===== config.mk =====
export PLATFORM = sky130hd
export DESIGN_NAME = frogger_top
export DESIGN_NICKNAME = d
export VERILOG_FILES = /design/src/frogger_pkg.sv /design/src/go_pulse.sv /design/src/frogger_control.sv /design/src/raster_scan.sv /design/src/sprite_rom.sv /design/src/frog_position.sv /design/src/draw_datapath.sv /design/src/frogger_top.sv
export SDC_FILE = /design/constraint.sdc
export NUM_CORES = 1
export LEC_CHECK = 0
export BUFFER_PORTS_ARGS = -buffer_cell sky130_fd_sc_hd__buf_4
export CAP_MARGIN = 15
export CORE_ASPECT_RATIO = 1.5
export CORE_UTILIZATION = 30
export CTS_CLUSTER_DIAMETER = 50
export DETAILED_ROUTE_END_ITERATION = 16
export PLACE_DENSITY = 0.53
export SYNTH_ARGS = -nofsm -noshare
export SYNTH_HDL_FRONTEND = slang
export SYNTH_SLANG_ARGS = --single-unit

===== constraint.sdc =====
create_clock -name clk -period 8.1 [get_ports clk]
set_clock_uncertainty 0.1 [all_clocks]
set_input_delay 2.43 -clock clk [delete_from_list [all_inputs] [get_ports clk]]
set_output_delay 2.43 -clock clk [all_outputs]
set_load 0.02 [all_outputs]

===== src/sprites.mem =====
// One 24-bit sprite row per line, eight 3-bit pixels, pixel 0 in the low bits
// Rows 0-7 frog, rows 8-15 river object 1, rows 16-23 river object 2
3A1C52
7F05B3
12D4E8
6C3391
A5F0C7
0E8B24
D27A6F
49C1BD
492492
1F3A8C
8D2E71
5B6C90
C4A317
2E95DA
70F1E3
96B845
FAC688
05A7E2
3D9C14
E17B56
681F0D
BC4327
4F2A99
D8E6B1


===== src/frogger_pkg.sv =====
`default_nettype none

package frogger_pkg;

    // Pixel coordinate and color widths
    localparam int COORD_W = 9;
    localparam int COLOR_W = 3;

    // Plotter resolution
    localparam int SCREEN_W = 320;
    localparam int SCREEN_H = 240;

    // Sprite tiles are square, three bits per pixel
    localparam int TILE_SIZE   = 8;
    localparam int SPRITE_ROWS = 24;

    // Sprite index, first memory row is index times TILE_SIZE
    localparam logic [1:0] SPRITE_FROG    = 2'd0;
    localparam logic [1:0] SPRITE_RIVER_1 = 2'd1;
    localparam logic [1:0] SPRITE_RIVER_2 = 2'd2;

    // River objects tile their sprite over this area
    localparam int RIVER_W = 96;
    localparam int RIVER_H = 40;

    localparam logic [COORD_W-1:0] RIVER_1_X = 9'd20;
    localparam logic [COORD_W-1:0] RIVER_1_Y = 9'd80;
    localparam logic [COORD_W-1:0] RIVER_2_X = 9'd120;
    localparam logic [COORD_W-1:0] RIVER_2_Y = 9'd150;

    // Frog is drawn at double scale
    localparam int FROG_SIZE = 16;

    // Largest allowed top-left corner of the frog
    localparam logic [COORD_W-1:0] FROG_X_MAX = COORD_W'(SCREEN_W - FROG_SIZE);
    localparam logic [COORD_W-1:0] FROG_Y_MAX = COORD_W'(SCREEN_H - FROG_SIZE);

    // Solid fills for the full-screen draws
    localparam logic [COLOR_W-1:0] COLOR_START      = 3'd4;
    localparam logic [COLOR_W-1:0] COLOR_GAME_OVER  = 3'd1;
    localparam logic [COLOR_W-1:0] COLOR_BACKGROUND = 3'd2;

    localparam string SPRITE_FILE = "/design/src/sprites.mem";

    // One sprite row, either as the raw file word or as eight pixels
    // Pixel 0 is the leftmost and sits in the low bits
    typedef union packed {
        logic [TILE_SIZE*COLOR_W-1:0]      raw;
        logic [TILE_SIZE-1:0][COLOR_W-1:0] pixels;
    } pixel_row_u;

endpackage

`default_nettype wire


===== src/go_pulse.sv =====
`timescale 1ns/1ps
`default_nettype none

module go_pulse (
    input  logic clk,
    input  logic reset,
    input  logic go_key,
    output logic go
);

    typedef enum logic [1:0] {
        S_WAIT_PRESS   = 2'd0,
        S_PULSE_1      = 2'd1,
        S_PULSE_2      = 2'd2,
        S_WAIT_RELEASE = 2'd3
    } state_t;

    state_t state;
    state_t next_state;

    always_comb begin
        case (state)
            S_WAIT_PRESS:   next_state = go_key ? S_PULSE_1 : S_WAIT_PRESS;
            S_PULSE_1:      next_state = S_PULSE_2;
            S_PULSE_2:      next_state = S_WAIT_RELEASE;
            S_WAIT_RELEASE: next_state = go_key ? S_WAIT_RELEASE : S_WAIT_PRESS;
            default:        next_state = S_WAIT_PRESS;
        endcase
    end

    // Output is registered, so go trails the pulse states by one cycle
    always_ff @(posedge clk) begin
        if (reset) begin
            state <= S_WAIT_PRESS;
            go    <= 1'b0;
        end else begin
            state <= next_state;
            go    <= (state == S_PULSE_1) || (state == S_PULSE_2);
        end
    end

endmodule

`default_nettype wire


===== src/frogger_control.sv =====
`timescale 1ns/1ps
`default_nettype none

module frogger_control (
    input  logic clk,
    input  logic reset,
    input  logic go,
    input  logic scan_done,
    output logic draw_start,
    output logic draw_game_over,
    output logic draw_background,
    output logic draw_river_1,
    output logic draw_river_2,
    output logic draw_frog
);

    typedef enum logic [3:0] {
        S_WAIT_START      = 4'd0,
        S_DRAW_START      = 4'd1,
        S_WAIT_GAME_OVER  = 4'd2,
        S_DRAW_GAME_OVER  = 4'd3,
        S_WAIT_BACKGROUND = 4'd4,
        S_DRAW_BACKGROUND = 4'd5,
        S_WAIT_RIVER      = 4'd6,
        S_DRAW_RIVER_1    = 4'd7,
        S_DRAW_RIVER_2    = 4'd8,
        S_WAIT_FROG       = 4'd9,
        S_DRAW_FROG       = 4'd10
    } state_t;

    state_t state;
    state_t next_state;

    always_comb begin
        case (state)
            S_WAIT_START:      next_state = go ? S_DRAW_START : S_WAIT_START;
            S_DRAW_START:      next_state = scan_done ? S_WAIT_GAME_OVER : S_DRAW_START;
            S_WAIT_GAME_OVER:  next_state = go ? S_DRAW_GAME_OVER : S_WAIT_GAME_OVER;
            S_DRAW_GAME_OVER:  next_state = scan_done ? S_WAIT_BACKGROUND : S_DRAW_GAME_OVER;
            S_WAIT_BACKGROUND: next_state = go ? S_DRAW_BACKGROUND : S_WAIT_BACKGROUND;
            S_DRAW_BACKGROUND: next_state = scan_done ? S_WAIT_RIVER : S_DRAW_BACKGROUND;
            S_WAIT_RIVER:      next_state = go ? S_DRAW_RIVER_1 : S_WAIT_RIVER;
            // Both river objects go out back to back
            S_DRAW_RIVER_1:    next_state = scan_done ? S_DRAW_RIVER_2 : S_DRAW_RIVER_1;
            S_DRAW_RIVER_2:    next_state = scan_done ? S_WAIT_FROG : S_DRAW_RIVER_2;
            S_WAIT_FROG:       next_state = go ? S_DRAW_FROG : S_WAIT_FROG;
            // Game loop restarts from the background
            S_DRAW_FROG:       next_state = scan_done ? S_DRAW_BACKGROUND : S_DRAW_FROG;
            default:           next_state = S_WAIT_START;
        endcase
    end

    always_ff @(posedge clk) begin
        if (reset) begin
            state <= S_WAIT_START;
        end else begin
            state <= next_state;
        end
    end

    // One strobe per draw state
    always_comb begin
        draw_start      = (state == S_DRAW_START);
        draw_game_over  = (state == S_DRAW_GAME_OVER);
        draw_background = (state == S_DRAW_BACKGROUND);
        draw_river_1    = (state == S_DRAW_RIVER_1);
        draw_river_2    = (state == S_DRAW_RIVER_2);
        draw_frog       = (state == S_DRAW_FROG);
    end

endmodule

`default_nettype wire


===== src/raster_scan.sv =====
`timescale 1ns/1ps
`default_nettype none

module raster_scan import frogger_pkg::*; #(
    parameter int SCAN_W = 8,
    parameter int SCAN_H = 8
) (
    input  logic               clk,
    input  logic               reset,
    input  logic               enable,
    output logic [COORD_W-1:0] col,
    output logic [COORD_W-1:0] row,
    output logic               done
);

    localparam logic [COORD_W-1:0] LAST_COL = COORD_W'(SCAN_W - 1);
    localparam logic [COORD_W-1:0] LAST_ROW = COORD_W'(SCAN_H - 1);

    logic at_last_col;

    assign at_last_col = (col == LAST_COL);
    assign done        = enable && at_last_col && (row == LAST_ROW);

    // x inner, y outer; idle scanner parks at 0,0
    always_ff @(posedge clk) begin
        if (reset || !enable) begin
            col <= '0;
            row <= '0;
        end else if (done) begin
            col <= '0;
            row <= '0;
        end else if (at_last_col) begin
            col <= '0;
            row <= row + 1'b1;
        end else begin
            col <= col + 1'b1;
        end
    end

endmodule

`default_nettype wire


===== src/sprite_rom.sv =====
`timescale 1ns/1ps
`default_nettype none

module sprite_rom import frogger_pkg::*; (
    input  logic               clk,
    input  logic [1:0]         sprite,
    input  logic [2:0]         row,
    input  logic [2:0]         col,
    output logic [COLOR_W-1:0] pixel
);

    pixel_row_u mem [SPRITE_ROWS];

    pixel_row_u row_q;
    logic [2:0] col_q;

    initial begin
        $readmemh(SPRITE_FILE, mem);
    end

    // Row address is sprite index followed by the row inside the tile
    always_ff @(posedge clk) begin
        row_q <= mem[{sprite, row}];
        col_q <= col;
    end

    // Pick the pixel from the registered row
    assign pixel = row_q.pixels[col_q];

endmodule

`default_nettype wire


===== src/frog_position.sv =====
`timescale 1ns/1ps
`default_nettype none

module frog_position import frogger_pkg::*; (
    input  logic               clk,
    input  logic               reset,
    input  logic               update,
    input  logic               left,
    input  logic               right,
    input  logic               up,
    input  logic               down,
    output logic [COORD_W-1:0] frog_x,
    output logic [COORD_W-1:0] frog_y
);

    logic step_right;
    logic step_left;
    logic step_down;
    logic step_up;

    // Opposite keys together cancel, edge steps are refused
    assign step_right = right && !left && (frog_x < FROG_X_MAX);
    assign step_left  = left && !right && (frog_x != '0);
    assign step_down  = down && !up && (frog_y < FROG_Y_MAX);
    assign step_up    = up && !down && (frog_y != '0);

    always_ff @(posedge clk) begin
        if (reset) begin
            frog_x <= '0;
            frog_y <= '0;
        end else if (update) begin
            if (step_right) begin
                frog_x <= frog_x + 1'b1;
            end else if (step_left) begin
                frog_x <= frog_x - 1'b1;
            end
            if (step_down) begin
                frog_y <= frog_y + 1'b1;
            end else if (step_up) begin
                frog_y <= frog_y - 1'b1;
            end
        end
    end

endmodule

`default_nettype wire


===== src/draw_datapath.sv =====
`timescale 1ns/1ps
`default_nettype none

module draw_datapath import frogger_pkg::*; (
    input  logic               clk,
    input  logic               reset,
    input  logic               draw_start,
    input  logic               draw_game_over,
    input  logic               draw_background,
    input  logic               draw_river_1,
    input  logic               draw_river_2,
    input  logic               draw_frog,
    input  logic               left,
    input  logic               right,
    input  logic               up,
    input  logic               down,
    output logic               scan_done,
    output logic               plot,
    output logic [COORD_W-1:0] x,
    output logic [COORD_W-1:0] y,
    output logic [COLOR_W-1:0] color
);

    logic               draw_screen;
    logic               draw_river;
    logic [COORD_W-1:0] screen_col, screen_row;
    logic [COORD_W-1:0] river_col, river_row;
    logic [COORD_W-1:0] frog_col, frog_row;
    logic               screen_done, river_done, frog_done;
    logic [COORD_W-1:0] frog_x, frog_y;
    logic [1:0]         sprite;
    logic [2:0]         sprite_row, sprite_col;
    logic [COLOR_W-1:0] sprite_pixel;
    logic [COORD_W-1:0] next_x, next_y;
    logic [COLOR_W-1:0] fill_color, fill_q;
    logic               use_sprite_q;

    assign draw_screen = draw_start || draw_game_over || draw_background;
    assign draw_river  = draw_river_1 || draw_river_2;
    assign scan_done   = screen_done || river_done || frog_done;

    raster_scan #(.SCAN_W(SCREEN_W), .SCAN_H(SCREEN_H)) u_screen_scan (
        .clk(clk), .reset(reset), .enable(draw_screen),
        .col(screen_col), .row(screen_row), .done(screen_done)
    );

    raster_scan #(.SCAN_W(RIVER_W), .SCAN_H(RIVER_H)) u_river_scan (
        .clk(clk), .reset(reset), .enable(draw_river),
        .col(river_col), .row(river_row), .done(river_done)
    );

    raster_scan #(.SCAN_W(FROG_SIZE), .SCAN_H(FROG_SIZE)) u_frog_scan (
        .clk(clk), .reset(reset), .enable(draw_frog),
        .col(frog_col), .row(frog_row), .done(frog_done)
    );

    // Frog moves once its draw completes
    frog_position u_frog_pos (
        .clk(clk), .reset(reset), .update(frog_done),
        .left(left), .right(right), .up(up), .down(down),
        .frog_x(frog_x), .frog_y(frog_y)
    );

    // Frog pixels are doubled, river tiles repeat every 8 pixels
    assign sprite     = draw_frog ? SPRITE_FROG : (draw_river_2 ? SPRITE_RIVER_2 : SPRITE_RIVER_1);
    assign sprite_row = draw_frog ? frog_row[3:1] : river_row[2:0];
    assign sprite_col = draw_frog ? frog_col[3:1] : river_col[2:0];

    sprite_rom u_rom (
        .clk(clk), .sprite(sprite), .row(sprite_row), .col(sprite_col),
        .pixel(sprite_pixel)
    );

    // Screen position of the current scan coordinate
    always_comb begin
        if (draw_frog) begin
            next_x = frog_x + frog_col;
            next_y = frog_y + frog_row;
        end else if (draw_river_1) begin
            next_x = RIVER_1_X + river_col;
            next_y = RIVER_1_Y + river_row;
        end else if (draw_river_2) begin
            next_x = RIVER_2_X + river_col;
            next_y = RIVER_2_Y + river_row;
        end else begin
            next_x = screen_col;
            next_y = screen_row;
        end
    end

    assign fill_color = draw_start ? COLOR_START :
                        (draw_game_over ? COLOR_GAME_OVER : COLOR_BACKGROUND);

    always_ff @(posedge clk) begin
        if (reset) begin
            plot <= 1'b0;
        end else begin
            plot <= draw_screen || draw_river || draw_frog;
        end
    end

    // One stage to line up with the ROM read
    always_ff @(posedge clk) begin
        x            <= next_x;
        y            <= next_y;
        fill_q       <= fill_color;
        use_sprite_q <= draw_river || draw_frog;
    end

    assign color = use_sprite_q ? sprite_pixel : fill_q;

endmodule

`default_nettype wire


===== src/frogger_top.sv =====
`timescale 1ns/1ps
`default_nettype none

module frogger_top import frogger_pkg::*; (
    input  logic               clk,
    input  logic               reset,
    input  logic               go_key,
    input  logic               left,
    input  logic               right,
    input  logic               up,
    input  logic               down,
    output logic               plot,
    output logic [COORD_W-1:0] x,
    output logic [COORD_W-1:0] y,
    output logic [COLOR_W-1:0] color
);

    logic go;
    logic scan_done;
    logic draw_start, draw_game_over, draw_background;
    logic draw_river_1, draw_river_2, draw_frog;

    go_pulse u_go (
        .clk(clk), .reset(reset), .go_key(go_key), .go(go)
    );

    frogger_control u_control (
        .clk(clk), .reset(reset),
        .go(go), .scan_done(scan_done),
        .draw_start(draw_start), .draw_game_over(draw_game_over),
        .draw_background(draw_background),
        .draw_river_1(draw_river_1), .draw_river_2(draw_river_2),
        .draw_frog(draw_frog)
    );

    draw_datapath u_datapath (
        .clk(clk), .reset(reset),
        .draw_start(draw_start), .draw_game_over(draw_game_over),
        .draw_background(draw_background),
        .draw_river_1(draw_river_1), .draw_river_2(draw_river_2),
        .draw_frog(draw_frog),
        .left(left), .right(right), .up(up), .down(down),
        .scan_done(scan_done),
        .plot(plot), .x(x), .y(y), .color(color)
    );

endmodule

`default_nettype wire


==> reports/metrics.cfg <==
[placement]
routabilityCongestion = 0.789
dpl-instance-area_um2 = 6530
dp_hpwl_mm = 10.7
io_buffers = 28
dp_slack_ns = 3.09

[timing]
worst_pin_slew_ns = 0.978
slew_viol_final = 0
setup_violations = 0
fin_hold_ws_ns = 0.390
max_clock_freq_mhz = 214
setup_ws_ns = 3.42
fin_crit_sh = 0.578
setup_tns_ns = 0
slew_headroom = 0.347
min_period_ns = 4.68
grt_setup_unrepaired = false
hold_violations = 0

[critical_path]
cp.required_ns = 8.28
path_max_fanout = 8
critPathKind = in2reg
cp.arrival_ns = 4.86
end_kind = flop
start_kind = primary input

[finish]
seqCellArea_um2 = 2020
area_delta_synth_final_pct = 12.2
final_cell_area_um2 = 6850
layout-drive-gt1-share = 0.0860
fill_cells = 2123
multi_input_comb_area_um2 = 3870
n_antenna_cell = 0
finalNetCount = 797

[clock_network]
postCtsResizedCells = 0
numCtsBuffers = 9
cts_sinks = 101
clk_pin_slew_ns = 0.07
cts_setup_buffers = 0
postCtsHoldBufs = 0
cts_tree = yes
cts_root_buf = clkbuf_16
insertion_delay_ns = 0.36
h-tree-depth = 3
clockBufferDepth = 2

[die]
coreArea_um2 = 19900
ios = 29
die_h_um = 177
die_w_um = 118
die_area_um2 = 20900
initial_core_util = 0.307
placementRows = 63

[grt]
grt_max_degree = 31
grt_pass1_vias = 4932
track_usage = 0.146
grt_pass1_wl_mm = 24.3
grt.overflow.total = 0
antenna_found_initial = 0

[logic_synthesis]
synth-simple-area-share = 0.232
synth_xor_area_frac = 0.113
ys_seq_area_frac = 0.331
async_reset_ff_frac = 0
synth_top_family_by_area = simple AND/OR/NAND/NOR gates
ys_seq_elements = 101
synth-compound-area-share = 0.150
synth_cell_type_count = 63
synth_flop_cell = dfxtp_1
syn_area_per_cell_um2 = 8.42
synth-edff-count = 0
yosysWarningCount = 0
synthAdderAreaFrac = 0.109
netlist_area_um2 = 6100
syn_nets = 783
syn_inst = 725
synthMuxAreaShare = 0.0281

[drt]
vias = 4947
drc = 0
drt-wirelength-per-cell_um = 14.4
met1_length_mm = 6.44
met3WireLength_um = 231
drt-total-wl_mm = 14.4
routed.top_layer = met4
viasPerCell = 4.93
first_iter_violations = 177
drt_pre_antenna_iters = 4
final_antenna_net_count = 0
wl_met2_mm = 7.49

[worst_hold_path]
holdCritPathClass = reg2reg

[power_and_ir_drop]
vdd_drop_max_mv = 0.0893
powerDensity_nw_per_um2 = 157
leakagePower_uw = 0.00252

[run_status]
status = completed

[job]
maxCapViolCount = 0

## critical path, cell delays in order
cell and delay, ns:
buf_4 0.11, or2b_2 0.27, a21oi_1 0.28, inv_1 0.24, ha_1 0.39, nor2b_1 0.17
o2111ai_1 0.24, a31oi_1 0.14, xnor2_1 0.15, or3_1 0.31, a21oi_1 0.13
## path summary, 6_finish.rpt
check / start / endpoint / slack (ns) / cells past startpoint
hold / removal: u_datapath.u_screen_scan.col[0]$_SDFF_PP0_ / u_datapath.u_screen_scan.col[0]$_SDFF_PP0_ / 0.39 / 1
setup / recovery: left / u_datapath.u_frog_pos.frog_x[8]$_SDFFE_PP0P_ / 3.42 / 11
hold reg to reg: u_datapath.u_screen_scan.col[0]$_SDFF_PP0_ / u_datapath.u_screen_scan.col[0]$_SDFF_PP0_ / 0.39 / 1
setup reg to reg: u_datapath.u_frog_pos.frog_x[5]$_SDFFE_PP0P_ / u_datapath.u_frog_pos.frog_x[8]$_SDFFE_PP0P_ / 5.16 / 10
## layout make-up
class	count	share of cell area
Multi-Input combinational cell	573	0.565
Inverter	24	0.0132
Clock inverter	3	0.0100
Timing Repair Buffer	30	0.0329
Clock buffer	13	0.0365
Tap cell	260	0.0475
Sequential cell	101	0.295
## routing by layer
metal | vias to the layer above | global-route usage
met4 | 0 | 0.0633
met1 | 2308 | 0.166
met3 | 13 | 0.0197
li1 | 2570 | -
met2 | 56 | 0.270
met5 | - | 0
## per-stage QoR
step / utilization / power (uW) / instances
2_1_floorplan: - / 585 / 725
3_3_place_gp: 0.329 / 616 / 988
3_5_place_dp: 0.329 / 615 / 988
4_1_cts: 0.345 / 1090 / 1004
5_1_grt: 0.345 / 1120 / 1004
6_report: 0.345 / 1080 / 1004
## cell families after synthesis
| kind of cell | after synthesis |
|---|---|
| fa+ha+maj | 51 |
| mux | 17 |
| xor+xnor | 79 |
| compound gates | 144 |
| flops | 101 |
| simple gates | 282 |
| buf+inv | 51 |
## flip-flops by register name, indices dropped and copies added (netlist names), 3 cells and up
register	count
u_datapath.u_frog_pos.frog_x	9
u_datapath.u_frog_pos.frog_y	9
u_datapath.u_frog_scan.col	9
u_datapath.u_frog_scan.row	9
u_datapath.u_river_scan.col	9
u_datapath.u_river_scan.row	9
u_datapath.u_screen_scan.col	9
u_datapath.u_screen_scan.row	9
u_datapath.x	9
u_datapath.y	9
u_control.state	4
u_datapath.fill_q	3
## power by group
part / internal [uW] / switching [uW]
Combinational: 34.8 / 52.4
Clock: 281 / 193
Sequential: 507 / 8.44
Total: 823 / 254
## layout by cell type, fill, tap and decap left out, types with 3 or more instances in the layout
cell type,instances
a211oi_1,11
a21o_1,4
a21oi_1,37
a22oi_1,5
a31oi_1,3
and3_1,6
buf_4,30
clkbuf_1,3
clkbuf_16,9
dfxtp_1,101
fa_1,4
ha_1,47
inv_1,24
mux2i_1,16
nand2_1,51
nand2b_1,11
nand3_1,26
nand4_1,10
nor2_1,115
nor2b_1,8
nor3_1,9
nor4_1,6
nor4_4,3
o211ai_1,13
o21a_1,4
o21ai_0,36
o21bai_1,6
o22ai_1,6
o31a_1,3
o41ai_1,4
or2_2,3
or3_1,12
xnor2_1,46
xor2_1,33
## cell usage after synthesis (4+ instances only)
master,n,area [um2]
nand2_1,51,191
a21o_1,4,30.0
o21ai_0,36,180
a21oi_1,37,185
nor2_1,115,432
ha_1,47,588
nor3_1,9,45.0
fa_1,4,80.1
nand4_1,10,62.6
o211ai_1,13,97.6
o22ai_1,6,37.5
a211oi_1,11,82.6
nor4_1,6,37.5
xnor2_1,46,403
o21bai_1,6,45.0
and3_1,6,37.5
clkbuf_1,22,82.6
mux2i_1,16,160
dfxtp_1,101,2020
o21a_1,4,30.0
or3_1,12,75.1
a22oi_1,5,37.5
xor2_1,33,289
nand2b_1,11,68.8
o41ai_1,4,35.0
nand3_1,26,130
nor2b_1,8,50.1
inv_1,24,90.1
Note: power is estimated with default switching activity, not from simulation.
